**src/hw/datapathPkg.sv**
```systemverilog
package datapathPkg;

	// Number of general registers the strobe vectors are sized for
	localparam int defaultRegisterCount = 16;

	typedef logic [31:0] dataWord;

	// Full Z contents, multiply fills both halves
	typedef struct packed {
		dataWord high;
		dataWord low;
	} zResult;

	typedef enum logic [4:0] {
		opAdd  = 5'd0,
		opSub  = 5'd1,
		opAnd  = 5'd2,
		opOr   = 5'd3,
		opShr  = 5'd4,
		opShra = 5'd5,
		opShl  = 5'd6,
		opRor  = 5'd7,
		opRol  = 5'd8,
		opNeg  = 5'd9,
		opNot  = 5'd10,
		opMul  = 5'd11
	} aluOperation;

	// Out strobes, bus priority runs from registerOut[0] up to mdrOut
	typedef struct packed {
		logic mdrOut;
		logic pcOut;
		logic zLowOut;
		logic zHighOut;
		logic loOut;
		logic hiOut;
		logic [defaultRegisterCount-1:0] registerOut;
	} busSources;

	typedef struct packed {
		logic [defaultRegisterCount-1:0] registerIn;
		logic yIn;
		logic zIn;
		logic hiIn;
		logic loIn;
		logic pcIn;
		logic marIn;
		logic mdrIn;
		logic irIn;
	} busSinks;

	typedef struct packed {
		busSources sources;
		busSinks sinks;
		aluOperation operation;
		logic read;   // MDR takes memory data instead of the bus
		logic incPc;
	} datapathControl;

endpackage

```
**src/hw/busSelector.sv**
```systemverilog
module busSelector import datapathPkg::*; #(
	parameter int registerCount = defaultRegisterCount
) (
	input busSources sources,
	input dataWord registers [registerCount],
	input dataWord hiValue,
	input dataWord loValue,
	input dataWord pcValue,
	input dataWord mdrValue,
	input zResult zValue,
	output dataWord busData
);

	// Registers first, then HI, LO, Z high, Z low, PC and MDR
	localparam int sourceCount = registerCount + 6;
	localparam int indexWidth = $clog2(sourceCount);

	logic [sourceCount-1:0] strobes;
	logic [indexWidth-1:0] sourceIndex;
	logic sourceValid;
	dataWord sourceValues [sourceCount];

	// Register strobes above registerCount are dropped here
	assign strobes = {sources.mdrOut, sources.pcOut, sources.zLowOut, sources.zHighOut,
		sources.loOut, sources.hiOut, sources.registerOut[registerCount-1:0]};

	genvar i;
	generate
		for (i = 0; i < registerCount; i++) begin : gRegisterSource
			assign sourceValues[i] = registers[i];
		end
	endgenerate

	assign sourceValues[registerCount] = hiValue;
	assign sourceValues[registerCount+1] = loValue;
	assign sourceValues[registerCount+2] = zValue.high;
	assign sourceValues[registerCount+3] = zValue.low;
	assign sourceValues[registerCount+4] = pcValue;
	assign sourceValues[registerCount+5] = mdrValue;

	// Priority encoder, scanning downward so the lowest set index is kept
	always_comb begin
		sourceIndex = '0;
		sourceValid = 1'b0;
		for (int s = sourceCount - 1; s >= 0; s--) begin
			if (strobes[s]) begin
				sourceIndex = indexWidth'(s);
				sourceValid = 1'b1;
			end
		end
	end

	// Idle bus reads as zero
	assign busData = sourceValid ? sourceValues[sourceIndex] : '0;

endmodule

```
**config.mk**
```make
export PLATFORM = sky130hd
export DESIGN_NAME = busSelector
export DESIGN_NICKNAME = d
export VERILOG_FILES = /design/src/hw/datapathPkg.sv /design/src/hw/busSelector.sv
export SDC_FILE = /design/constraint.sdc
export NUM_CORES = 1
export LEC_CHECK = 0
export BUFFER_PORTS_ARGS = -buffer_cell sky130_fd_sc_hd__clkbuf_2
export CAP_MARGIN = 40
export CORE_AREA = 2 2 297 299
export DETAILED_ROUTE_END_ITERATION = 7
export DIE_AREA = 0 0 299 301
export PLACE_DENSITY = 0.3
export SYNTH_ARGS = -nofsm -noshare
export SYNTH_HDL_FRONTEND = slang
export SYNTH_SLANG_ARGS = --single-unit
```
**constraint.sdc**
```tcl
create_clock -name vclk -period 6.26
set_input_delay 0.626 -clock vclk [all_inputs]
set_output_delay 0.626 -clock vclk [all_outputs]
set_load 0.02 [all_outputs]
```
# Word level (Yosys, flattened, before mapping)
# Cells that the tools add are included.
# op_classes
magnitude_cmp	1
div	0
n_bitwise	1
n_addsub	0
mux	48
shift	0
n_reduce_logical	0
n_eq_ne	0
multipliers	0
# op_table
op	count
$bmux W32 S5	1
$mux W5	22
$mux W32	3
$mux W1	22
$ge A6 B6 Y1 const B	1
$not A5 Y6	1
# totals
ram_bits	0
register_bits	0
latch_bits	0
mem_count	0
rom_bits	0
output_inout_bits	32
input_bits	726
wordCells	50

# Longest topological paths before layout
# depth
ltp_word	27
mapped_depth	11
ltp_nobuf	8

# Worst setup path after synthesis
# OpenSTA, ideal clock, no wires.
# synth_path
path_kind	input to output
start	input sources[16] (netlist bit)
end	output busData[13]
setup_slack_ps	2676
n_path_buf	2
arrival_time_ps	2958
required_time_ps	5634
cell_stages	9
cell_sequence	or4_4 -> o211a_4 -> nor2_8 -> buf_6 -> o21ai_2 -> clkbuf_1 -> o32ai_1 -> a21oi_1 -> nor4_1
# synth_between
elab_chain_cells	22
word_cells_on_any_way	39
cone_classes	mux: 38; bitwise: 1
# synth_lines
item	line_no	rtl
from (decl)	busSelector.sv:4	input busSources sources,
$mux W5 (17 in a row)	busSelector.sv:46	if (strobes[s]) begin
$not A5 Y6 (implied by the code)	busSelector.sv:54	assign busData = sourceValid ? sourceValues[sourceIndex] : '0;
$bmux W32 S5	busSelector.sv:54	
$mux W32 (implied by the code) (2 in a row)	busSelector.sv:54	
$mux W32 *	busSelector.sv:54	
to (decl)	busSelector.sv:11	output dataWord busData
# Every way passes the cells marked *; elsewhere a longest branch is shown, timed or not. The select of a mux whose other input is x is not followed.

# Worst setup path after layout
# layout_path
start	input sources[20] (netlist bit)
end	output busData[23]
# layout_between
elab_chain_cells	26
word_cells_on_any_way	47
cone_classes	mux: 46; bitwise: 1
# layout_lines
item	line_no
$mux W5 (21 in a row)	busSelector.sv:46
$not A5 Y6 (implied by the code)	busSelector.sv:54
$bmux W32 S5	busSelector.sv:54
$mux W32 (implied by the code) (2 in a row)	busSelector.sv:54
$mux W32 *	busSelector.sv:54
# Marks and branches as above.

==> impl_metrics.env <==
export IMPL_num_nets_final=2628
export IMPL_peakVddDrop_mv=0.0198
export IMPL_syn_inst=1206
export IMPL_die_h_um=301
export IMPL_drv_cap=0
export IMPL_drt_first_pass_iters=5
export IMPL_hpwlAfterDp_mm=67.3
export IMPL_pin_count=758
export IMPL_power_leakage_nw=5.93
export IMPL_grt_use_met2_pct=30.3
export IMPL_die_x_um=299
export IMPL_core_area_sq_um=86500
export IMPL_finalSetupViolations=0
export IMPL_yosys_warnings=0
export IMPL_rsz0062_at_grt="no"
export IMPL_yosysUniqueCellTypes=66
export IMPL_pre_cts_slack_ns=1.25
export IMPL_drc=0
export IMPL_use_met1_pct=19.4
export IMPL_tightest_slew_ns=0.864
export IMPL_busiest_layer="met2"
export IMPL_regArea_sq_um=0
export IMPL_grt_overflow=0
export IMPL_final_setup_tns_ns=0
export IMPL_cp_arrival_ns=4.26
export IMPL_cts_setup_buffers=0
export IMPL_relSlewSlack_pct=41.9
export IMPL_fin_crit_sh_pct=78.1
export IMPL_synth_nets=1932
export IMPL_cts_hold_buf=0
export IMPL_n_clock_buffer=0
export IMPL_netlist_area_sq_um=7010
export IMPL_start_util_pct=8.10
export IMPL_critical_path_depth=11
export IMPL_wl_per_cell_um=25.6
export IMPL_min_path_type="input pin to primary output"
export IMPL_area_growth_pct=75.1
export IMPL_grt_pass1_wl_mm=104
export IMPL_power_mw=0.871
export IMPL_drt_vias_per_instance=4.02
export IMPL_slew_viol_final=0
export IMPL_detail_route_antenna_nets=0
export IMPL_row_count=108
export IMPL_synth_area_leaders="nand2_1 (21%), nand3_1 (11%), mux2i_1 (10%), a21oi_1 (9.4%), o221a_2 (5.8%)"
export IMPL_start_kind="input pin"
export IMPL_hold_viol_final=0
export IMPL_grtUsageMet3_pct=3.42
export IMPL_ys_seq_area_share_pct=0
export IMPL_critical_path_endpoint_type="primary output"
export IMPL_antenna_found_initial=19
export IMPL_postPlaceCellArea_sq_um=12300
export IMPL_synth_top_area_cell="nand2_1"
export IMPL_power_density_nw_per_um2=71.0
export IMPL_routabilityCongestion=0.870
export IMPL_drive_above_1_share_pct=47.8
export IMPL_final_cell_area_sq_um=12300
export IMPL_vias=12276
export IMPL_cp_max_fo=28
export IMPL_portBuffers=758
export IMPL_seq_cells=0
export IMPL_cp_cell_sequence="clkbuf_2, nand2b_1, a221o_1, a211oi_2, o21a_4, nand2_2, buf_4, o221a_2, a211oi_1, nor4_2, clkbuf_2"
export IMPL_hold_path_depth=6
export IMPL_critPathKind="input pin to primary output"
export IMPL_num_fill_cells=10408
export IMPL_crit_buf_inv=3
export IMPL_drt_total_wl_mm=78.3
export IMPL_crit_required_ns=5.63
export IMPL_die_area_sq_um=90000
export IMPL_synth_most_common_cell="nand2_1"
export IMPL_critical_path_top_delay_family="compound AO/OA/AOI/OAI gates"
export IMPL_path_common_cell="clkbuf_2"
export IMPL_cts_resized=0
export IMPL_synth_avg_cell_area_sq_um=5.81
export IMPL_crit_slowest_cell="a211oi_1"
export IMPL_fmax_mhz=204
export IMPL_synth_top_cell_area_share_pct=20.8
export IMPL_slowest_delay_ns=0.58
export IMPL_drt_iter0_markers=685
export IMPL_status="completed"
export IMPL_grt_max_degree=105
export IMPL_setup_slack_ns=1.37
export IMPL_synth_common_cells="nand2_1 (388), nand3_1 (152), a21oi_1 (131)"
export IMPL_grt_usage_pct=16.3
export IMPL_fin_crit_ns=4.89
export IMPL_grt_pass1_vias=12730
[report_power, final]
group	internal, mW	switching, mW
Sequential	0	0
Clock	0.0000000342	0
Combinational	0.368	0.503
Total	0.368	0.503
[kinds of logic (layout without fill, tap and decap cells)]
group / after synthesis / count (layout) / share of synthesized area [%]
other: 0 / 2 / 0
AO/OA/AOI/OAI: 353 / 353 / 38.1
AND/OR/NAND/NOR: 653 / 653 / 41.9
multiplexers: 75 / 75 / 10.7
buffers and inverters: 125 / 819 / 9.25
[cell type report]
type,count,area (sq um),area share (%)
Timing Repair Buffer,813,4340,35.4
Inverter,6,22.5,0.184
Multi-Input combinational cell,1081,6450,52.6
Antenna cell,2,5.00,0.0408
Tap cell,1155,1450,11.8
[final timing paths]
kind               startpoint     endpoint  slack, ns
setup / recovery  sources[20]  busData[23]       1.37
hold / removal     loValue[1]   busData[1]       1.77
[metrics by stage]
step | utilization, % | instances | hold WS, ns
after detailed placement | 14.2 | 3055 | 1.78
after global routing | 14.2 | 3055 | 1.84
final | 14.2 | 3057 | 1.77
after floorplan | - | 1206 | 1.53
after CTS | 14.2 | 3055 | 1.78
after global placement | 14.1 | 3049 | 1.78
[metal layers]
metal | routed length (um) | share of wire [%]
met1 | 31700 | 40
met5 | 131 | 0.17
met4 | 1540 | 2.0
met3 | 5140 | 6.6
met2 | 39800 | 51
[layout by cell type, fill, tap and decap left out, types with 16 or more instances in the layout]
cell,n
a21oi_1,131
mux2i_1,73
nor2_1,24
nand3_1,152
a211oi_1,26
o221a_1,16
nand2_1,387
o21ai_0,26
a31oi_1,25
buf_4,44
clkbuf_2,758
nor3_1,33
o221a_2,36
Power figures use the tool's default switching activity.
