### config.mk
export PLATFORM = sky130hd
export DESIGN_NAME = arithmeticUnit
export DESIGN_NICKNAME = d
export VERILOG_FILES = /design/src/hw/datapathPkg.sv /design/src/hw/arithmeticUnit.sv
export SDC_FILE = /design/constraint.sdc
export NUM_CORES = 2
export LEC_CHECK = 0
export ABC_AREA = 1
export BUFFER_PORTS_ARGS = -buffer_cell sky130_fd_sc_hd__buf_2
export CORE_UTILIZATION = 65
export DETAILED_ROUTE_END_ITERATION = 8
export PLACE_DENSITY = 0.83
export SETUP_SLACK_MARGIN = 0.15
export SYNTH_ARGS = -nofsm -noshare
export SYNTH_HDL_FRONTEND = slang
export SYNTH_SLANG_ARGS = --single-unit
### constraint.sdc
create_clock -name vclk -period 11.5
set_clock_uncertainty 0.1 [all_clocks]
set_input_delay 1.725 -clock vclk [all_inputs]
set_output_delay 1.725 -clock vclk [all_outputs]
set_load 0.1 [all_outputs]
### src/hw/datapathPkg.sv
package datapathPkg;

	// Number of general registers the strobe vectors are sized for
	localparam int defaultRegisterCount = 16;

	typedef logic [31:0] dataWord;

	// Full Z contents, multiply fills both halves
	typedef struct packed {
		dataWord high;
		dataWord low;
	} zResult;

	typedef enum logic [4:0] {
		opAdd  = 5'd0,
		opSub  = 5'd1,
		opAnd  = 5'd2,
		opOr   = 5'd3,
		opShr  = 5'd4,
		opShra = 5'd5,
		opShl  = 5'd6,
		opRor  = 5'd7,
		opRol  = 5'd8,
		opNeg  = 5'd9,
		opNot  = 5'd10,
		opMul  = 5'd11
	} aluOperation;

	// Out strobes, bus priority runs from registerOut[0] up to mdrOut
	typedef struct packed {
		logic mdrOut;
		logic pcOut;
		logic zLowOut;
		logic zHighOut;
		logic loOut;
		logic hiOut;
		logic [defaultRegisterCount-1:0] registerOut;
	} busSources;

	typedef struct packed {
		logic [defaultRegisterCount-1:0] registerIn;
		logic yIn;
		logic zIn;
		logic hiIn;
		logic loIn;
		logic pcIn;
		logic marIn;
		logic mdrIn;
		logic irIn;
	} busSinks;

	typedef struct packed {
		busSources sources;
		busSinks sinks;
		aluOperation operation;
		logic read;   // MDR takes memory data instead of the bus
		logic incPc;
	} datapathControl;

endpackage

### src/hw/arithmeticUnit.sv
module arithmeticUnit import datapathPkg::*; (
	input aluOperation operation,
	input dataWord operandA,
	input dataWord operandB,
	output zResult result
);

	logic [4:0] shiftAmount;
	logic [63:0] doubledWord;
	logic [63:0] rotatedRight;
	logic [63:0] rotatedLeft;
	logic signed [63:0] product;
	dataWord highWord;
	dataWord lowWord;

	assign shiftAmount = operandB[4:0];

	// Rotates come out of a shift over two copies of the word
	assign doubledWord = {operandA, operandA};
	assign rotatedRight = doubledWord >> shiftAmount;
	assign rotatedLeft = doubledWord << shiftAmount;

	// Operands widen with sign to 64 bits before the multiply
	assign product = $signed(operandA) * $signed(operandB);

	always_comb begin
		highWord = '0;
		lowWord = '0;
		case (operation)
			opAdd: begin
				lowWord = operandA + operandB;
			end
			opSub: begin
				lowWord = operandA - operandB;
			end
			opAnd: begin
				lowWord = operandA & operandB;
			end
			opOr: begin
				lowWord = operandA | operandB;
			end
			opShr: begin
				lowWord = operandA >> shiftAmount;
			end
			opShra: begin
				lowWord = $signed(operandA) >>> shiftAmount;
			end
			opShl: begin
				lowWord = operandA << shiftAmount;
			end
			opRor: begin
				lowWord = rotatedRight[31:0];
			end
			opRol: begin
				lowWord = rotatedLeft[63:32];
			end
			// Unary operations work on the bus operand alone
			opNeg: begin
				lowWord = -operandB;
			end
			opNot: begin
				lowWord = ~operandB;
			end
			opMul: begin
				highWord = product[63:32];
				lowWord = product[31:0];
			end
			default: begin
				lowWord = '0;
			end
		endcase
	end

	assign result = '{high: highWord, low: lowWord};

endmodule

# Yosys cells after proc, flatten, opt, wreduce, memory -nomap -nowiden
# Cells that the tools add are included.
[op_classes] n_eq_ne=11 add_sub_neg=3 mul=1 bitwise=3 mux=2 n_div=0 n_lt_le_gt_ge=0 n_reduce_logical=1 shifts=5
[op_table] op="$pmux W32 S12" count=1
[op_table] op="$mul A32 B32 Y64" count=1
[op_table] op="$shl A64 B5 Y64" count=1
[op_table] op="$shr A64 B5 Y32" count=1
[op_table] op="$add A32 B32 Y32" count=1
[op_table] op="$and A32 B32 Y32" count=1
[op_table] op="$mux W32" count=1
[op_table] op="$neg A32 Y32" count=1
[op_table] op="$not A32 Y32" count=1
[op_table] op="$or A32 B32 Y32" count=1
[op_table] op="$shl A32 B5 Y32" count=1
[op_table] op="$shr A32 B5 Y32" count=1
[op_table] op="$sshr A32 B5 Y32" count=1
[op_table] op="$sub A32 B32 Y32" count=1
[op_table] op="$eq A5 B3 Y1 const B" count=4
[op_table] op="$eq A5 B4 Y1 const B" count=4
[op_table] op="$eq A5 B2 Y1 const B" count=2
[op_table] op="$eq A5 B1 Y1 const B" count=1
[op_table] op="$logic_not A5 Y1" count=1
[word_totals] in_bits=69 mem_bits_rw=0 out_inout_bits=64 memories=0 ff_bits=0 latchBits=0 romBits=0 elab_cells=26

# Logic depth before layout (Yosys ltp)
[depth] word_depth=2 mapped_depth=34 mapped_depth_nobuf=32

# Worst setup path before layout
# Ideal clock, no wire load.
[synth_path] path_type="input to output" start="input port operandB[4]" end="output port result[52] (netlist bit)" required_time_ns=9.675 t_arrival_ns=10.288 n_path_buf=3 setup_slack_ns=-0.613 path_stages=28 path_cell_list="clkbuf_1 -> clkbuf_1 -> buf_1 -> nand2_1 -> fa_1 -> inv_1 -> fa_1 -> fa_1 -> fa_1 -> inv_1 -> fa_1 -> inv_1 -> fa_1 -> inv_1 -> fa_1 -> inv_1 -> fa_1 -> ha_1 -> nand2_1 -> nor2_1 -> inv_1 -> nor2_1 -> inv_1 -> nor2_1 -> nand3_1 -> nand3_1 -> o21ai_0 -> a21oi_1"
[synth_rtl] item="from (decl)" line="arithmeticUnit.sv:4" rtl="input dataWord operandB,"
[synth_rtl] item="to (decl)" line="arithmeticUnit.sv:5" rtl="output zResult result"

==> impl_metrics.env <==
export IMPL_status="finished, violations left"
export IMPL_failed_checks="DRC"
export IMPL_final_seq_area_um2=0
export IMPL_relSlewSlack_pct=17.9
export IMPL_cp_slowest_stage_delay_ps=620
export IMPL_postPlaceCellArea_mm2=0.0528
export IMPL_worst_path_most_repeated_cell="sky130_fd_sc_hd__fa_1"
export IMPL_clkbuf_count=0
export IMPL_synth_area_top_cells="sky130_fd_sc_hd__fa_1 44%, sky130_fd_sc_hd__nand2_1 17%, sky130_fd_sc_hd__inv_1 15%, sky130_fd_sc_hd__ha_1 7.0%, sky130_fd_sc_hd__nand3_1 5.2%"
export IMPL_ys_types=48
export IMPL_groute_usage_overall_pct=58.4
export IMPL_synth_fp_nets=8827
export IMPL_post_synth_xor_area_fraction_pct=0.421
export IMPL_syn_inst=7393
export IMPL_yosysTopAreaCellShare_pct=43.5
export IMPL_slew_at_the_pin_with_the_worst_max_slew_slack_ps=1230
export IMPL_fin_crit_sh_pct=99.0
export IMPL_filler_cell_count=5670
export IMPL_remaining_drc_errors=85
export IMPL_fp_coreArea_mm2=0.0759
export IMPL_cp_start_kind="primary input"
export IMPL_stdcell_area_mm2=0.0532
export IMPL_route_vias_total=53600
export IMPL_muxShareOfSynthArea_pct=0
export IMPL_drive_above_1_share_pct=5.74
export IMPL_firstDrtPassIters=9
export IMPL_finalWeightedCongestion=1.15
export IMPL_total_congestion_overflow=0
export IMPL_drv_max_cap_violation_count=0
export IMPL_critical_path_class="in2out"
export IMPL_critical_path_rt_ps=9680
export IMPL_post_cts_hold_buffer_count=0
export IMPL_dp_hpwl_um=181000
export IMPL_wl_per_instance_um=26.9
export IMPL_synth_top_family_by_area="adder cells"
export IMPL_synth_compound_area_share_pct=5.37
export IMPL_flops_and_latches=0
export IMPL_synth_yosys_seq_area_share_pct=0
export IMPL_endpoint_kind="output port"
export IMPL_final_core_util_pct=70.1
export IMPL_timing_critical_path_max_delay_family="adder cells"
export IMPL_yosys_warnings=0
export IMPL_mappedNetlistArea_mm2=0.0499
export IMPL_die_width_um=279
export IMPL_final_hold_viol_count=0
export IMPL_drt_initial_drc_count=8813
export IMPL_max_clock_freq_mhz=87.8
export IMPL_first_global_vias=55800
export IMPL_critical_path_max_fanout=16
export IMPL_grt_pass1_wl_um=333000
export IMPL_area_added_between_synthesis_and_finish_pct=6.71
export IMPL_worstHoldPathType="in2out"
export IMPL_io_pins=133
export IMPL_crit_slowest_cell="sky130_fd_sc_hd__ha_1"
export IMPL_syn_avg_cell_area_um2=6.75
export IMPL_start_util_pct=65.7
export IMPL_post_synth_fa_ha_maj_area_fraction_pct=50.6
export IMPL_grt_max_degree=67
export IMPL_synth_top_area_cell="sky130_fd_sc_hd__fa_1"
export IMPL_antenna_left=0
export IMPL_port_buffer_count=133
export IMPL_finalWirelength_um=227000
export IMPL_finalMaxSlewViolations=0
export IMPL_num_nets_final=8819
export IMPL_critPathBufInv=4
export IMPL_floorplan_die_height_um=279
export IMPL_synth_simple_gate_area_share_pct=26.3
export IMPL_finalCriticalPeriod_ps=11380
export IMPL_die_area_mm2=0.0779
export IMPL_dp_cells=8408
export IMPL_detail_route_vias_per_cell=6.35
export IMPL_setup_violations_final=0
export IMPL_antenna_found_initial=17
export IMPL_row_count=101
export IMPL_finalNonFillerCells=8438
export IMPL_grt_setup_unrepaired="yes"
export IMPL_worst_ep_arrival_time_ps=9560
[metal layers]
metal / track usage (%) / wire length (um)
met1: 67.3 / 71300
met4: 50.5 / 27200
met3: 26.4 / 38300
met5: 2.13 / 194
met2: 82.2 / 90200
[worst min-delay path, delay by kind of cell]
kind | cells | cell delay (ps)
buffers and inverters | 3 | 400
and+or+nand+nor | 3 | 310
adders and majority gates | 1 | 200
[what timing repair did]
| item | CTS | global route |
|---|---|---|
| resized for setup | 4 | 81 |
| cloned | 0 | 2 |
| buffers inserted | 1 | 2 |
| setup endpoints to repair | 3 | 45 |
| pin swaps | 0 | 3 |
[placed cells by master (no fill, tap or decap), drive strengths merged, types with 3 or more instances in the layout]
| master | n |
|---|---|
| a21o | 8 |
| and2 | 3 |
| o21bai | 19 |
| nor3 | 25 |
| or2 | 12 |
| a21oi | 198 |
| inv | 1936 |
| clkbuf | 21 |
| nand2 | 2212 |
| diode | 25 |
| a31oi | 6 |
| o2111ai | 3 |
| o211ai | 15 |
| a21boi | 4 |
| nand3b | 16 |
| xor2 | 11 |
| o21ai | 206 |
| ha | 281 |
| nor4 | 5 |
| nand3 | 519 |
| xnor2 | 13 |
| buf | 303 |
| nand4 | 38 |
| o21a | 5 |
| a221oi | 8 |
| fa | 1084 |
| nor2 | 413 |
| o22ai | 7 |
[cell type report]
| type | instances | area, um2 | area share [%] |
|---|---|---|---|
| Tap cell | 1030 | 1290 | 2.42 |
| Inverter | 1939 | 7280 | 13.7 |
| Antenna cell | 25 | 62.6 | 0.118 |
| Multi-Input combinational cell | 5120 | 41500 | 77.9 |
| Timing Repair Buffer | 324 | 3120 | 5.86 |
[synth_stat cells (all sizes together)]
| library cell | instances |
|---|---|
| xnor2 | 13 |
| ha | 281 |
| o221ai | 2 |
| a31oi | 6 |
| or2 | 12 |
| nor2 | 413 |
| o2111ai | 3 |
| and2 | 3 |
| nor4 | 5 |
| fa | 1084 |
| a31o | 1 |
| clkinv | 2 |
| nand3 | 519 |
| clkbuf | 231 |
| o31ai | 2 |
| a21o | 8 |
| o211ai | 15 |
| nor3 | 25 |
| buf | 103 |
| o21bai | 19 |
| a21boi | 4 |
| nand3b | 16 |
| a21oi | 198 |
| a221oi | 8 |
| inv | 1937 |
| o32ai | 1 |
| o21a | 5 |
| and3 | 1 |
| xor2 | 11 |
| nor3b | 1 |
| o21ai | 206 |
| a211oi | 1 |
| nand4 | 38 |
| nand2 | 2212 |
| o22ai | 7 |
[cell families after synthesis]
logic type	count (synthesis)
AOI/OAI and AO/OA	486
adders and majority gates	1365
xor gates and xnor gates	24
and+or+nand+nor	3245
buffers and inverters	2273
[per-stage QoR]
| stage | worst slack (ps) | hold WS (ps) | setup TNS, ps |
|---|---|---|---|
| after floorplan | -36.1 | 4060 | -36.1 |
| after global placement | 122 | 4210 | 0 |
| after detailed placement | -130 | 4210 | -130 |
| after CTS | 183 | 4220 | 0 |
| after global routing | 79.5 | 4280 | 0 |
| final | 116 | 4260 | 0 |
[final timing paths]
path	startpoint	end	slack, ps	cells after the start
min	operandB[25]	result[25]	4260	7
max	operandB[13]	result[44]	120	26
