File: src/hw/busRegister.sv
module busRegister #(
	parameter type payloadType = logic [31:0]
) (
	input logic clk,
	input logic reset,
	input logic load,
	input payloadType dataIn,
	output payloadType dataOut
);

	// Captures its input only on edges where the load strobe is high
	always_ff @(posedge clk) begin
		if (reset) begin
			dataOut <= '0;
		end else if (load) begin
			dataOut <= dataIn;
		end
	end

endmodule

File: config.mk
export PLATFORM = sky130hd
export DESIGN_NAME = busRegister
export DESIGN_NICKNAME = d
export VERILOG_FILES = /design/src/hw/busRegister.sv
export SDC_FILE = /design/constraint.sdc
export NUM_CORES = 1
export LEC_CHECK = 0
export ABC_AREA = 1
export BUFFER_PORTS_ARGS = -buffer_cell sky130_fd_sc_hd__buf_2
export CORE_MARGIN = 2
export CORE_UTILIZATION = 48
export CTS_CLUSTER_DIAMETER = 50
export CTS_CLUSTER_SIZE = 8
export DETAILED_ROUTE_END_ITERATION = 7
export PLACE_DENSITY = 0.83
export SKIP_LAST_GASP = 1
export SLEW_MARGIN = 20
export SYNTH_ARGS = -nofsm -noshare
export SYNTH_HDL_FRONTEND = slang
export SYNTH_SLANG_ARGS = --single-unit
export TNS_END_PERCENT = 1
File: constraint.sdc
create_clock -name clk -period 1.38 [get_ports clk]
set_input_delay 0.138 -clock clk [delete_from_list [all_inputs] [get_ports clk]]
set_output_delay 0.138 -clock clk [all_outputs]
set_load 0.03 [all_outputs]
Word level (Yosys, flattened, before mapping)
Index checks and enable logic that the tools add are counted.

Input port bits: 35. Bits in registers: 32.

Logic depth before layout (Yosys ltp)
Gate-level depths: netlist of run 1.

Depth in word-level cells: 0. Depth in mapped cells: 5. Depth with buffers taken out: 4.

Worst setup path before layout of run 1
OpenSTA, ideal clock, no wires.

Kind: register -> register. Start: reg, netlist name dataOut[29]. End: reg dataOut[29] (netlist name). Period minus slack after synthesis: 0.712 ns. Required time: 1.316 ns. Library setup time: 0.064 ns. Arrival time: 0.648 ns. Buffers on the path: 0. Slack: 0.668 ns. Stages on the path, launching flop included: 3. Cell sequence: dfxtp_1 nor2_1 nor2_1.

RTL lines: end signal: assignment (line 16) `dataOut <= dataIn;`; end: declaration (line 8) `output payloadType dataOut`.

Final worst setup path of run 1
Start: reg dataOut[19] (netlist name). End: out dataOut[19] (netlist name).

No word-level cell between the ends.

==> results of run 1 <==
==> stage by stage <==
step           power [mW]  cell area [um2]  cells  utilization (%)  hold slack, ns
2_1_floorplan        1.33             1340    203                -           0.320
3_3_place_gp         1.44             1650    293             60.8           0.422
3_5_place_dp         1.45             1650    293             60.8           0.426
4_1_cts              1.92             1700    300             62.6          0.0769
5_1_grt              2.02             1700    300             62.6          0.0842
6_report             1.90             1700    300             62.6          0.0882
==> power groups by stage <==
stage	clock, mW	combinational, mW	sequential, mW
after floorplan	0	0.162	1.17
after global placement	0	0.401	1.04
after detailed placement	0	0.409	1.04
after CTS	0.492	0.409	1.02
after global routing	0.539	0.452	1.03
final	0.475	0.404	1.02
==> cell type report <==
type / count / share of cell area (%)
Inverter: 33 / 7.31
Sequential cell: 32 / 37.8
Multi-Input combinational cell: 128 / 28.3
Clock inverter: 1 / 0.295
Timing Repair Buffer: 69 / 21.5
Clock buffer: 6 / 2.44
Tap cell: 31 / 2.29
==> cells by family after synthesis <==
group	Yosys count
buf+inv	43
simple gates	128
flops	32
==> worst max path at each step <==
| stage | start | endpoint | slack, ns | cells after the start |
|---|---|---|---|---|
| after floorplan | dataOut[29]$_SDFFE_PP0P_ | dataOut[29]$_SDFFE_PP0P_ | 0.67 | 2 |
| after CTS | dataOut[11]$_SDFFE_PP0P_ | dataOut[11] | 0.34 | 1 |
| final | dataOut[19]$_SDFFE_PP0P_ | dataOut[19] | 0.36 | 1 |
| after global placement | reset | dataOut[1]$_SDFFE_PP0P_ | 0.47 | 5 |
| after global routing | dataOut[11]$_SDFFE_PP0P_ | dataOut[11] | 0.31 | 1 |
| after detailed placement | reset | dataOut[4]$_SDFFE_PP0P_ | 0.44 | 5 |
==> cells in the mapped netlist <==
master / count / area [um2]
dfxtp_1: 32 / 641
inv_1: 33 / 124
nand2_1: 64 / 240
buf_2: 3 / 15.0
buf_6: 7 / 78.8
nor2_1: 64 / 240
==> per-layer routing <==
| layer | vias up | global-route usage, % | part of all wire, % |
|---|---|---|---|
| li1 | 700 | - | - |
| met1 | 512 | 19.4 | 44 |
| met2 | 47 | 27.9 | 44 |
| met3 | 6 | 7.83 | 9.8 |
| met4 | 0 | 6.98 | 1.8 |
| met5 | - | 0 | 0 |
==> tightest hold or removal path, delay by kind of cell <==
kind	cells	cell delay, ns
simple gates	3	0.14
buf+inv	2	0.10
==> results.md, run 1 <==
* Compound-Gate Fraction of Synth Area at 0%
* Max reg flops at 32
* Xor-xnor portion of the synthesized cell area at 0%
* Mux contribution to synthesized area at 0%
* Hold WC Path Type: input pin to flop
* Sink Count at 32
* Hold EP: dataOut[8]$_SDFFE_PP0P_
* CP max FO at 2
* #FFs+latches synth at 32
* Initial Util at 49.4%
* Routed Antenna Nets at 0
* Area delta synth->final at 26.6%
* DP Worst Slack at ~0.44 ns
* Die Width at 56.8 um
* Relative slew slack at about four fifths
* Sequential fraction of the synthesis area at 47.9%
* R2R setup slack at between 0.7 and 0.8 ns
* PD cells at 1120 mW/mm2
* Seq pwr share at a little over half
* Worst setup margin at ~0.36 ns
* Biggest regs: dataOut x32
* Crit path max-delay family: flip-flops
* Avg Cell Area, Syn at 6.59 um2
* Slowest CP cell: dfxtp_1
* Final Cycle Share at approximately three quarters
* Hold depth at 5
* Post-CTS sizing at 0
* Most flops, register: dataOut
* Worst r2r path cells at 2
* Remaining DRCs at 0
* P_int at approximately 1.3 mW
* Largest net degree at the start of global routing at between 60 and 70
* Die area at about 0.0032 mm2
* Slowest stage delay, CP at 0.35 ns
* Critical Path AT at ~0.9 ns
* NumNets Final at between 300 and 400
* Fmax achieved at about 980 MHz
* GRT overflow at 0
* Most frequent cells in the layout: buf_2, nor2_1, nand2_1
* Diodes inserted at 0
* Die Ht at ~57 um
* Vias/cell at between 4 and 5
* Worst setup EP type: output pin
* Logic pwr share at a little over a fifth
* Pleak at 1.07 nW
* Maximum VDD drop at roughly 1000 uV
* Initial antenna violation count at 0
* Most common cell after layout, fill and taps aside: buf_2
* DR pass1 iterations at 4
* Via count at roughly 1300
* Max-slew violations at 0
* Hold buffers post-CTS at 0
* R2r endpoint: dataOut[29]$_SDFFE_PP0P_
* Min-delay src: dataIn[8]
* Yosys warns at 0
* Vias in the first global route at around 1100
* Status: finished clean
* Num CTS Buffers at 5
* All-Layer GR Usage at about 17%
* Global-route wire length before repair at about 4300 um
* IO Pins at between 60 and 70
* Clk pwr share at roughly 25%
* Setup Total Neg Slack at 0 ns
* CTS tree: yes
* Multi-input gate area at between 400 and 500 um2
* Library cells used by synthesis at 6
* Setup-failing EPs final at 0
* Register area at between 600 and 700 um2
* Layout fillers at 270
* Reg-to-Reg Start: dataOut[29]$_SDFFE_PP0P_
* Port buffer count at between 60 and 70
* Worst clock skew at 0 ns
* Clock period minus worst slack at slightly above 1 ns
* Post-Synth Simple-Gate Area at around 36%
* Wire per inst at between 8 and 9 um
* Startpoint Class: flop
* Critical path type: flop to output pin
* Hold Vio Cnt, Final at 0
* Final WL at between 2000 and 3000 um
* Synthesized cell area at 0.00134 mm2
* H-tree level count at 2
* CP cell instances: buf_2
* # rows at 19
* Data required time at the worst endpoint at approximately 1.2 ns
* Core area at roughly 0.0027 mm2
* Clock root cell: clkbuf_4
* Bufs on Longest Clock Path at 2
* Clk pin slew, worst setup/hold paths at roughly 0.09 ns
* Worst skew pair latency at 0.33 ns
* Setup Buffers After CTS at 0
* Sw Ratio at 30.7%
* Buf/Inv on CP at 1
* Worst Tran Pin Value at about 0.30 ns
* Initial DRC count at 32
* Post-Syn Nets at 238
* Cells after synthesis at between 200 and 250
* Max-cap viol count at 0
* Largest family of logic cells by synthesized area: simple AND/OR/NAND/NOR gates
* HPWL Detailed at 1840 um
* Synth Area in Adders at 0%
* Routability cong. at between 0.7 and 0.8
* Psw at approximately 580 uW
* Fraction of layout cells with a size suffix above 1 at 27.9%
* RSZ-0062 raised after global routing: no
Power figures use the tool's default switching activity.
==> inputs of run 2 (changes only) <==
--- a/config.mk
+++ b/config.mk
@@ -8,11 +8,11 @@
 export ABC_AREA = 1
 export BUFFER_PORTS_ARGS = -buffer_cell sky130_fd_sc_hd__buf_2
 export CORE_MARGIN = 2
-export CORE_UTILIZATION = 48
+export CORE_UTILIZATION = 44
 export CTS_CLUSTER_DIAMETER = 50
 export CTS_CLUSTER_SIZE = 8
 export DETAILED_ROUTE_END_ITERATION = 7
-export PLACE_DENSITY = 0.83
+export PLACE_DENSITY = 0.77
 export SKIP_LAST_GASP = 1
 export SLEW_MARGIN = 20
 export SYNTH_ARGS = -nofsm -noshare
==> constraint.sdc (replaced) <==
create_clock -name clk -period 1 [get_ports clk]
set_input_delay 0.1 -clock clk [delete_from_list [all_inputs] [get_ports clk]]
set_output_delay 0.1 -clock clk [all_outputs]
set_load 0.03 [all_outputs]
==> run 2 against run 1 <==
Net effect: critical path depth unchanged; non-clock buffer count unchanged; setup slack worse by 0.34 ns; die area up 8.4%; routed wire length down 3.6%; critical path type unchanged; largest cell class unchanged; largest power group unchanged.
==> results.md, run 2 (synthesis gave the netlist of run 1 again) <==
* Buf/Inv on CP at 1
* Status: finished clean
* Clock period minus worst slack at about 1 ns
* Initial Util at between 40 and 50%
* RSZ-0062 raised after global routing: yes
* Setup Buffers After CTS at 0
* Slowest CP cell: dfxtp_1
* Fraction of layout cells with a size suffix above 1 at between 20% and 30%
* Remaining DRCs at 0
* Initial antenna violation count at 0
* Die area at approximately 0.0035 mm2
* # rows at 20
* Vias/cell at roughly 4.1
* Max-cap viol count at 0
* CP max FO at 2
* Critical path type: flop to output pin
* Hold Vio Cnt, Final at 0
* Data required time at the worst endpoint at ~0.9 ns
* Diodes inserted at 0
* Via count at around 1200
* Largest net degree at the start of global routing at 65
* Maximum VDD drop at about 1000 uV
* Worst skew pair latency at approximately 0.32 ns
* Routed Antenna Nets at 0
* Sink Count at 32
* Setup-failing EPs final at 0
* Worst setup EP type: output pin
* Worst clock skew at 0 ns
* Port buffer count at 66
* Fmax achieved at 1020 MHz
* DR pass1 iterations at 3
* Global-route wire length before repair at 4220 um
* Crit path max-delay family: flip-flops
* Clk pin slew, worst setup/hold paths at approximately 0.10 ns
* Power Total at slightly below 3 mW
* IO Pins at 67
* Bufs on Longest Clock Path at 2
* Core area at 0.00298 mm2
* Startpoint Class: flop
* Pleak at roughly 1.1 nW
* Relative slew slack at around 83%
* Vias in the first global route at around 1000
* Final Cycle Share at 97.9%
* Final Cell Area at between 0.0015 and 0.002 mm2
* Most frequent cells in the layout: nor2_1, nand2_1, buf_2
* Slowest stage delay, CP at approximately 0.35 ns
* GRT overflow at 0
* Hold WC Path Type: input pin to flop
* Critical Path AT at around 0.88 ns
* Placement-stage cell area at 0.00165 mm2
* Area delta synth->final at 30.7%
* All-Layer GR Usage at between 15 and 20%
* Multi-input gate area at around 480 um2
* Num CTS Buffers at 5
* Most flops, register: dataOut
* Layout fillers at 320
* H-tree level count at 2
* Clock root cell: clkbuf_4
* CTS tree: yes
* Setup Total Neg Slack at 0 ns
* Die Ht at around 60 um
* Worst Tran Pin Value at about 0.25 ns
* Routability cong. at between 0.7 and 0.8
* Wire per inst at slightly above 8 um
* Initial DRC count at 76
* Max reg flops at 32
* Max-slew violations at 0
* Die Width at between 50 and 60 um
* NumNets Final at between 300 and 400
* CP cell instances: buf_2
* Hold buffers post-CTS at 0
* HPWL Detailed at about 1700 um
* Final WL at around 2500 um
* Biggest regs: dataOut x32
* PD cells at between 1500 and 2000 mW/mm2
* Register area at 641 um2
[run 2: layout make-up]
class                           count  area share, %
Clock buffer                        6           2.36
Tap cell                           33           2.36
Inverter                           33           7.08
Multi-Input combinational cell    128           27.4
Sequential cell                    32           36.6
Clock inverter                      2           2.00
Timing Repair Buffer               69           22.2
[run 2: path summary, 6_finish.rpt]
| kind | startpoint | to | slack (ns) | depth (start not counted) |
|---|---|---|---|---|
| worst max-delay path | dataOut[13]$_SDFFE_PP0P_ | dataOut[13] | 0.02 | 1 |
| worst min register to register | dataOut[23]$_SDFFE_PP0P_ | dataOut[23]$_SDFFE_PP0P_ | 0.47 | 2 |
| worst min-delay path | dataIn[23] | dataOut[23]$_SDFFE_PP0P_ | 0.05 | 5 |
| worst max register to register | dataOut[29]$_SDFFE_PP0P_ | dataOut[29]$_SDFFE_PP0P_ | 0.42 | 2 |
[run 2: report_power, final]
group / switching (mW) / total [mW] / internal, mW / leakage [nW]
Combinational: 0.364 / 0.571 / 0.206 / 0.781
Clock: 0.426 / 0.950 / 0.524 / 0.0422
Sequential: 0.0432 / 1.41 / 1.36 / 0.266
[run 2: metrics by stage]
| stage | util (%) | std cells | hold WS, ns | worst slack, ns |
|---|---|---|---|---|
| finish | 58.8 | 303 | 0.0479 | 0.0206 |
| floorplan | - | 203 | 0.282 | 0.288 |
| CTS | 58.0 | 303 | 0.0352 | 0.00225 |
| global placement | 55.5 | 295 | 0.385 | 0.246 |
| global route | 58.8 | 303 | 0.0431 | -0.0234 |
| detailed placement | 55.5 | 295 | 0.388 | 0.239 |
[run 2: repair_timing]
item / in CTS / in global routing
setup endpoints to repair: 0 / 30
hold endpoints to repair: 0 / 0
resized for setup: 0 / 13
[run 2: layer usage]
metal  up-vias  wire length, um  GRT usage (%)
met5         -                0              0
met1       483             1210           21.3
met4         0               57           8.77
met2        47              993           22.5
met3         8              205           5.68
li1        702                -              -
[run 2: tightest hold or removal path: stages]
cell and delay, ns:
buf_2 0.07, inv_1 0.03, nand2_1 0.04, nand2_1 0.04, nor2_1 0.06
