**config.mk**
```make
export PLATFORM = sky130hd
export DESIGN_NAME = programCounter
export DESIGN_NICKNAME = d
export VERILOG_FILES = /design/src/hw/datapathPkg.sv /design/src/hw/programCounter.sv
export SDC_FILE = /design/constraint.sdc
export NUM_CORES = 1
export LEC_CHECK = 0
export ABC_AREA = 1
export BUFFER_PORTS_ARGS = -buffer_cell sky130_fd_sc_hd__buf_2
export CORE_MARGIN = 4
export CORE_UTILIZATION = 52
export DETAILED_ROUTE_END_ITERATION = 6
export PLACE_DENSITY = 0.8
export SLEW_MARGIN = 20
export SYNTH_ARGS = -nofsm -noshare
export SYNTH_HDL_FRONTEND = slang
export SYNTH_SLANG_ARGS = --single-unit
```
**constraint.sdc**
```tcl
create_clock -name clk -period 1.8 [get_ports clk]
set_clock_uncertainty 0.15 [all_clocks]
set_input_delay 0.36 -clock clk [delete_from_list [all_inputs] [get_ports clk]]
set_output_delay 0.36 -clock clk [all_outputs]
set_load 0.005 [all_outputs]
```
**src/hw/datapathPkg.sv**
```systemverilog
package datapathPkg;

	// Number of general registers the strobe vectors are sized for
	localparam int defaultRegisterCount = 16;

	typedef logic [31:0] dataWord;

	// Full Z contents, multiply fills both halves
	typedef struct packed {
		dataWord high;
		dataWord low;
	} zResult;

	typedef enum logic [4:0] {
		opAdd  = 5'd0,
		opSub  = 5'd1,
		opAnd  = 5'd2,
		opOr   = 5'd3,
		opShr  = 5'd4,
		opShra = 5'd5,
		opShl  = 5'd6,
		opRor  = 5'd7,
		opRol  = 5'd8,
		opNeg  = 5'd9,
		opNot  = 5'd10,
		opMul  = 5'd11
	} aluOperation;

	// Out strobes, bus priority runs from registerOut[0] up to mdrOut
	typedef struct packed {
		logic mdrOut;
		logic pcOut;
		logic zLowOut;
		logic zHighOut;
		logic loOut;
		logic hiOut;
		logic [defaultRegisterCount-1:0] registerOut;
	} busSources;

	typedef struct packed {
		logic [defaultRegisterCount-1:0] registerIn;
		logic yIn;
		logic zIn;
		logic hiIn;
		logic loIn;
		logic pcIn;
		logic marIn;
		logic mdrIn;
		logic irIn;
	} busSinks;

	typedef struct packed {
		busSources sources;
		busSinks sinks;
		aluOperation operation;
		logic read;   // MDR takes memory data instead of the bus
		logic incPc;
	} datapathControl;

endpackage

```
**src/hw/programCounter.sv**
```systemverilog
module programCounter import datapathPkg::*; (
	input logic clk,
	input logic reset,
	input logic pcIn,
	input logic incPc,
	input dataWord busData,
	output dataWord pcValue
);

	// Increment wins over a bus load in the same cycle
	always_ff @(posedge clk) begin
		if (reset) begin
			pcValue <= '0;
		end else if (incPc) begin
			pcValue <= pcValue + 32'd1;
		end else if (pcIn) begin
			pcValue <= busData;
		end
	end

endmodule

```
=== Word level (Yosys, flattened, before mapping) ===
Cells that the tools add are included.

* Register bits: 32
* Input bits: 36
* Output and inout bits: 32
* Logic and storage cells: 5

* Add/subtract/negate cells: 1
* Multiplexer cells: 2
* Reductions and logical operators: 1

{| class="wikitable"
|+ Operator list
! kind !! count
|-
| $mux 32 || 2
|-
| $add 32x1->32 const B || 1
|-
| $reduce_bool 2->1 || 1
|}

=== Longest topological paths before layout ===
Gate-level depths: netlist of the first run.

* Depth in word-level cells: 2
* Gate-level depth with buffers: 10
* Depth with buffers taken out: 10

=== Worst setup path before layout of the first run ===
Ideal clock, no wire load.

* Path kind: register -> register
* Start: register pcValue[1]
* End: register pcValue[26]
* Setup time: 132 ps
* Data arrival time: 1260 ps
* Data required time: 1518 ps
* Slack: 258 ps
* Stages on the path, launching flop included: 11
* Path buffers: 0
* Clock period less this slack: 1542 ps
* Cell sequence: dfxtp_1 ha_1 nand2_1 nor2_2 nand2_2 nor2_2 nand2_1 nand2_1 nand3_1 nand2_1 a21oi_1

* Longest elaborated chain between the ends: 2

{| class="wikitable"
|+ RTL lines
! item !! RTL line !! source
|-
| start, declared || programCounter.sv:7 || <nowiki>output dataWord pcValue</nowiki>
|-
| start signal, assigned || programCounter.sv:15 || <nowiki>pcValue <= pcValue + 32'd1;</nowiki>
|-
| start signal, assigned || programCounter.sv:17 || <nowiki>pcValue <= busData;</nowiki>
|-
| $add 32x1->32 || programCounter.sv:15 ||
|-
| $mux 32 || programCounter.sv:14 || <nowiki>end else if (incPc) begin</nowiki>
|}

No other way between the ends.
A chain may end at the register's enable or synchronous reset.

=== Worst setup path in the final report of the first run ===
* Start: register pcValue[1]
* End: register pcValue[14]

The elaborated chain is that of the path after synthesis.

==> results of run 1 <==
==> power by group <==
group | internal, mW | total [mW] | switching [mW]
Clock | 0.312 | 0.580 | 0.268
Sequential | 0.760 | 0.827 | 0.0676
Combinational | 0.139 | 0.308 | 0.168
==> repair_timing <==
item / CTS / global route
setup endpoints to repair: 0 / 21
gates resized for setup: 0 / 15
hold buffers: 0 / 0
==> metrics by stage <==
| stage | worst slack [ns] | TNS (ns) | instances | power, mW | hold WS (ns) |
|---|---|---|---|---|---|
| finish | 0.126 | 0 | 534 | 1.72 | 0.183 |
| global route | -0.00527 | -0.00676 | 534 | 1.80 | 0.214 |
| CTS | 0.0126 | 0 | 534 | 1.72 | 0.187 |
| detailed placement | 0.00736 | 0 | 526 | 1.15 | 0.339 |
| global placement | 0.128 | 0 | 526 | 1.14 | 0.336 |
| floorplan | 0.258 | 0 | 414 | 1.00 | 0.335 |
==> layout by cell type (no fill, tap or decap), types with 8 or more instances in the layout <==
cell,instances
a21oi_1,29
buf_2,67
buf_4,8
dfxtp_1,26
inv_1,37
nand2_1,173
nand3_1,44
nor2_1,35
nor2_2,9
o21ai_0,10
==> tightest hold or removal path: stages <==
cell and delay (ns):
buf_2 0.09, nand2_1 0.06, a31oi_1 0.07
==> logic make-up (layout without fill, tap and decap cells) <==
kind of cell	after synthesis	in the layout	synth area share
compound gates	48	48	0.106
fa+ha+maj	1	1	0.00544
buf+inv	51	121	0.0865
flops	32	32	0.279
simple gates	282	282	0.523
==> path summary, 6_finish.rpt <==
path	startpoint	endpoint	slack, ns	cells after the start
hold / removal	busData[2]	pcValue[2]	0.18	3
hold reg to reg	pcValue[31]	pcValue[31]	0.35	2
setup / recovery	pcValue[1]	pcValue[14]	0.13	9
setup reg to reg	pcValue[1]	pcValue[14]	0.13	9
==> cell type report <==
class,instances,area share
multi-input combinational,331,0.526
timing repair buffer,75,0.140
inverter,38,0.0505
clock buffer,8,0.0319
tap,50,0.0221
sequential,32,0.229
==> routing by layer <==
layer  wire [um]  share of wire  vias to the layer above
met5           0              0                        -
met1        3000           0.45                     1212
li1            -              -                     1444
met2        3100           0.46                       99
met4         109          0.016                        0
met3         504          0.075                       10
==> metrics, run 1 <==
share of cells above drive strength 1 0.229; routability cong. just over 0.9; CP peak stage delay around 0.35 ns; Hold Path Class in2reg; routed wire length 6710 um; core area approximately 4100 sq um; Worst VDD drop 0.580 mV; synth top area cells nand2_1 (28%), dfxtp_1 (28%), nand3_1 (9.6%); CTS tree built; Rows 23; Post-synth EDFFs 0; total track usage 0.255; CP max stage cell dfxtp_2; RSZ-0062 raised after global routing true; P per Cell Area 607 nW/um^2; Die Area about 5600 sq um; share of synthesized flip-flops with an asynchronous set or reset 0; DR iter-0 viols ~170; initial core utilization 0.555; multi-input logic area about 1500 sq um; layout overhead on the synthesized area 22.9%; CP most frequent cell nand2_1; synth cell count leaders nand2_1 (174), nand3_1 (44), nor2_1 (38); Fillers around 400; most common cell in the netlist nand2_1; Skew-Pair Late Insertion Delay between 0.2 and 0.3 ns; met3 GRT Util 0.0500; total CTS buffers 5; FF+latch count, synth 32; met2 Use GR 0.423; ANT nets after route 0; # IOs 68; # diodes 0; Setup Fix Bufs, Post-CTS 0; clock slew at reported path FFs 0.07 ns; vias in the first global route about 2500; via count approximately 2800; Final Hold Fails 0; distinct cell type count after synthesis 21; Warnings, synthesis 0; critical path launch point type register; period utilization 0.930; grt total ovfl 0; antenna violations before repair 0; HPWL Detailed around 5100 um; Die X approximately 75 um; drt pass-1 iters 4; FMAX around 600 MHz; status finished clean; sequential fraction of the synthesis area 0.279; largest net degree at the start of global routing 30; Via density a little over 5; ys flop type dfxtp_1; CP required between 1.5 and 2 ns; max-slew violations 0; min Tclk post-route approximately 1.7 ns; CTS Buffer Depth 2; Synth Cell Area 2300 sq um; root buf cell clkbuf_8; Core Util, Final 0.682; grt peak-use layer met2; Buffers & Inverters on Critical Path 1; Syn Nets 451; max cap viols 0; M1 GR Usage 0.331; Setup Crit Path Kind reg2reg; Avg Cell Area, Syn 5.55 sq um; # DRC 0; fin area between 2000 and 3000 sq um; arrival time worst endpoint 1.74 ns; Mapped Cells between 400 and 500; crit-path max FO 4; Relative slew margins 0.728; clock net sink count 32; top flop regs pcValue (32); LEAKAGE between 1 and 1.5 nW; Final setup viols 0; Crit path max-delay family simple AND/OR/NAND/NOR gates; H-Tree Depth 2; placed inst area ~2700 sq um; Sequential Area approximately 650 sq um; routed len/inst 12.6 um; Yosys top cell area share 0.284; Layout Nets 520; IO buf count between 60 and 70; max FFs per register 32; Worst-Margin Slew between 0.4 and 0.5 ns; die height ~75 um; first-pass GRT wire length 11100 um; largest area contributor in the netlist nand2_1; crit-path cells ha_2 > nand2_1 > nor2_4 > nand2_2 > inv_1 > nand4_1 > o21ai_1 > nand2_1 > a21oi_1; Crit. End Element register; Reg with most FFs pcValue
Note: power is estimated with default switching activity, not from simulation.
==> run 2, diff against run 1 <==
--- a/config.mk
+++ b/config.mk
@@ -11,6 +11,7 @@
 export CORE_UTILIZATION = 52
 export DETAILED_ROUTE_END_ITERATION = 6
 export PLACE_DENSITY = 0.8
+export SETUP_SLACK_MARGIN = 0.2
 export SLEW_MARGIN = 20
 export SYNTH_ARGS = -nofsm -noshare
 export SYNTH_HDL_FRONTEND = slang
==> metrics, run 2 (synthesis results as in run 1) <==
critical path launch point type register; Worst-Margin Slew a little over 0.4 ns; routed wire length just over 7000 um; total CTS buffers 5; LEAKAGE roughly 1.3 nW; TNS Setup 0 ns; root buf cell clkbuf_8; crit-path max FO 5; Relative slew margins 0.730; H-Tree Depth 2; CP required ~1.9 ns; # DRC 0; antenna violations before repair 0; CP peak stage delay 0.38 ns; layout overhead on the synthesized area 31.0%; # IOs between 60 and 70; crit-path cells nand2_2 > nor2_4 > nand2_4 > nor2_4 > buf_4 > inv_1 > o21ai_0 > nand2_1 > a21oi_1; min Tclk post-route about 1.6 ns; initial core utilization 0.555; first-pass GRT wire length between 10000 and 15000 um; Die Area roughly 5600 sq um; DR iter-0 viols ~190; max cap viols 0; # diodes 0; die height roughly 75 um; WHS 0.172 ns; commonest non-fill, non-tap cell in the layout nand2_1; CP max stage cell dfxtp_4; max FFs per register 32; share of cells above drive strength 1 0.318; top flop regs pcValue (32); Rows 23; status finished clean; Layout Nets between 500 and 600; HPWL Detailed just over 5000 um; routed len/inst ~13 um; Crit path max-delay family simple AND/OR/NAND/NOR gates; largest net degree at the start of global routing 30; period utilization 0.901; via count 2840; RSZ-0062 raised after global routing true; arrival time worst endpoint between 1.5 and 2 ns; Die X approximately 75 um; Crit. End Element register; CP most frequent cell nor2_4; clock net sink count 32; ANT nets after route 0; FMAX 616 MHz; Reg with most FFs pcValue; clock slew at reported path FFs 0.07 ns; total power draw about 1.7 mW; Worst VDD drop 0.613 mV; Buffers & Inverters on Critical Path 2; total track usage 0.259; Setup Crit Path Kind reg2reg; vias in the first global route approximately 2500; pre-CTS setup slack 0.00736 ns; P per Cell Area 581 nW/um^2; Final setup viols 0; max-slew violations 0; IO buf count between 60 and 70; drt pass-1 iters 5; grt total ovfl 0; Skew-Pair Late Insertion Delay around 0.29 ns; hold buffer count at cts 0; most frequent cells in the layout nand2_1 (167), buf_2 (67), nand3_1 (44); CTS Buffer Depth 2; CTS tree built; Final Hold Fails 0; core area approximately 4100 sq um; routability cong. slightly above 0.9; slack of the critical path 0.178 ns; Hold Path Class in2reg; Via density roughly 5.2
-- run 2: area by class of cell --
type                       instances  area, sq um
tap                               50         62.6
fill                             372         1130
timing repair buffer              82          448
clock buffer                       8         90.1
multi-input combinational        331         1590
sequential                        32          681
inverter                          38          143
-- run 2: worst paths after layout --
check         startpoint           to  slack, ns  cells after the start
max reg2reg   pcValue[2]   pcValue[7]       0.18                      9
min reg2reg  pcValue[31]  pcValue[31]       0.35                      2
max           pcValue[2]   pcValue[7]       0.18                      9
min           busData[2]   pcValue[2]       0.17                      3
-- run 2: what timing repair did --
item / CTS / global route
buffers inserted: 1 / 6
pin swaps: 3 / 10
endpoints found under the hold margin: 0 / 0
gates resized for setup: 16 / 53
setup endpoints to repair: 22 / 28
-- run 2: stage by stage --
| stage | cells | utilization | cell area, sq um |
|---|---|---|---|
| after global routing | 541 | 0.727 | 3010 |
| final | 541 | 0.727 | 3010 |
| after detailed placement | 526 | 0.652 | 2700 |
| after floorplan | 414 | - | 2300 |
| after global placement | 526 | 0.652 | 2700 |
| after CTS | 535 | 0.687 | 2850 |
-- run 2: where the power goes --
group          internal (mW)  leakage [nW]  switching [mW]
clock                  0.312        0.0455           0.278
sequential             0.763         0.274          0.0726
combinational          0.146          1.02           0.178
total                   1.22          1.34           0.528
-- run 2: worst min-delay path, stage by stage --
cell and delay (ns):
buf_2 0.09, nand2_1 0.06, a31oi_1 0.07
-- run 2: per-layer routing --
layer	vias up	global-route usage	wire [um]
li1	1453	-	-
met1	1271	0.333	3130
met2	102	0.438	3400
met3	14	0.0473	488
met4	0	0.0850	133
met5	-	0	0
==> run 3, diff against run 2 <==
--- a/config.mk
+++ b/config.mk
@@ -8,9 +8,10 @@
 export ABC_AREA = 1
 export BUFFER_PORTS_ARGS = -buffer_cell sky130_fd_sc_hd__buf_2
 export CORE_MARGIN = 4
-export CORE_UTILIZATION = 52
+export CORE_UTILIZATION = 54
+export CTS_BUF_LIST = sky130_fd_sc_hd__clkbuf_4 sky130_fd_sc_hd__clkbuf_8
 export DETAILED_ROUTE_END_ITERATION = 6
-export PLACE_DENSITY = 0.8
+export PLACE_DENSITY = 0.83
 export SETUP_SLACK_MARGIN = 0.2
 export SLEW_MARGIN = 20
 export SYNTH_ARGS = -nofsm -noshare
==> metrics, run 3 (synthesis results as in run 1) <==
status finished clean; total CTS buffers 5; via count 3023; commonest non-fill, non-tap cell in the layout nand2_1; antenna violations before repair 0; Worst VDD drop 0.464 mV; placed inst area 2690 sq um; clock share of power 0.378; die height 73.3 um; H-Tree Depth 2; Final setup viols 0; most frequent cells in the layout nand2_1 (167), buf_2 (67), nand3_1 (41); Rows 23; Layout Nets between 500 and 600; FF-to-FF setup slack between 0.08 and 0.09 ns; Via density about 5.6; Skew-Pair Late Insertion Delay about 0.30 ns; DR iter-0 viols around 340; routed wire length 7800 um; max-slew violations 0; CTS Buffer Depth 2; min Tclk post-route about 1.7 ns; WHS around 0.18 ns; Final Hold Fails 0; vias in the first global route between 2000 and 3000; total track usage 0.264; clock slew at reported path FFs around 0.070 ns; Gate power share 0.179; reg2reg end pcValue[4]; # diodes 0; critical path launch point type register; IO buf count 67; WHS Endpoint pcValue[2]; Hold Path Class in2reg; CTS tree built; core area a little over 4000 sq um; Worst R2R Start pcValue[1]; routability cong. 0.928; period utilization 0.955; Worst-Margin Slew approximately 0.43 ns; initial core utilization 0.567; Sequential Area 683 sq um; Setup Crit Path Kind reg2reg; ANT nets after route 0; Fillers 316; routed len/inst between 10 and 15 um; drt pass-1 iters 6; P_int between 1 and 1.5 mW; P per Cell Area just over 600 nW/um^2; layout overhead on the synthesized area 35.1%; worst hold path depth 3; Worst R2R Path Depth 9; Die Area about 5400 sq um; crit-path max FO 3; # IOs 68; RSZ-0062 raised after global routing true; HPWL Detailed ~5000 um; multi-input logic area approximately 1600 sq um; TNS Setup 0 ns; Relative slew margins 0.710; FMAX between 500 and 600 MHz; largest net degree at the start of global routing 19; sw frac 0.291; Reg with most FFs pcValue; CP required 1.88 ns; Crit. End Element register; # DRC 0; first-pass GRT wire length around 11000 um; clock net sink count 32; max FFs per register 32; crit path launch pcValue[1]; Die X around 73 um; grt total ovfl 0; share of cells above drive strength 1 0.341; Reg power frac 0.443; Switch Pwr ~0.55 mW; top flop regs pcValue (32); hold buffer count at cts 0; LEAKAGE approximately 1.4 nW; arrival time worst endpoint about 1.8 ns; root buf cell clkbuf_8; fin area 3110 sq um; HP Start busData[2]; max cap viols 0
## run 3: changes by cell type in the layout (fill, tap and decap cells not counted), sizes merged
cell,change
buf,+2
clkbuf,-2
bufinv,+1
clkinv,+1
## run 3: routing by layer
layer | global-route usage | wire (um)
met3 | 0.0451 | 759
met5 | 0 | 0
met1 | 0.343 | 3070
met4 | 0.107 | 269
met2 | 0.432 | 3700
## run 3: worst max path at each step
stage / to
CTS: pcValue[26]
floorplan: pcValue[26]
detailed placement: pcValue[14]
global route: pcValue[21]
finish: pcValue[4]
global placement: pcValue[14]
## run 3: timing repair
action	4_1_cts	5_1_grt
endpoints found under the hold margin	0	0
pin swaps	7	18
endpoints found under the setup margin	21	27
resized for setup	14	70
setup buffers	3	7
## run 3: critical path, cell delays in order, from the launching register on
cell     delay, ns
dfxtp_4       0.37
ha_4          0.14
nand2_2       0.06
nor2_4        0.16
nand2_4       0.09
buf_4         0.14
buf_4         0.12
o21ai_0       0.20
nand2_1       0.09
a21oi_1       0.13
## run 3: per-stage QoR
| step | setup WS [ns] | std cells | power, mW | utilization |
|---|---|---|---|---|
| after floorplan | 0.258 | 414 | 1.00 | - |
| after global placement | 0.174 | 525 | 1.13 | 0.664 |
| after detailed placement | 0.0687 | 525 | 1.14 | 0.664 |
| after CTS | 0.144 | 536 | 1.85 | 0.706 |
| after global routing | 0.00610 | 543 | 1.98 | 0.766 |
| final | 0.0812 | 543 | 1.89 | 0.766 |
## run 3: power groups by stage
stage | clock, mW | combinational (mW) | sequential (mW)
final | 0.715 | 0.338 | 0.838
after global routing | 0.755 | 0.379 | 0.848
after CTS | 0.706 | 0.314 | 0.828
after detailed placement | 0 | 0.302 | 0.840
after global placement | 0 | 0.296 | 0.838
after floorplan | 0 | 0.171 | 0.831
## run 3: final cells by class
class,instances,share of cell area
Multi-Input combinational cell,331,0.528
Sequential cell,32,0.220
Timing Repair Buffer,84,0.150
Inverter,38,0.0459
Clock buffer,6,0.0246
Tap cell,50,0.0201
Clock inverter,2,0.0113
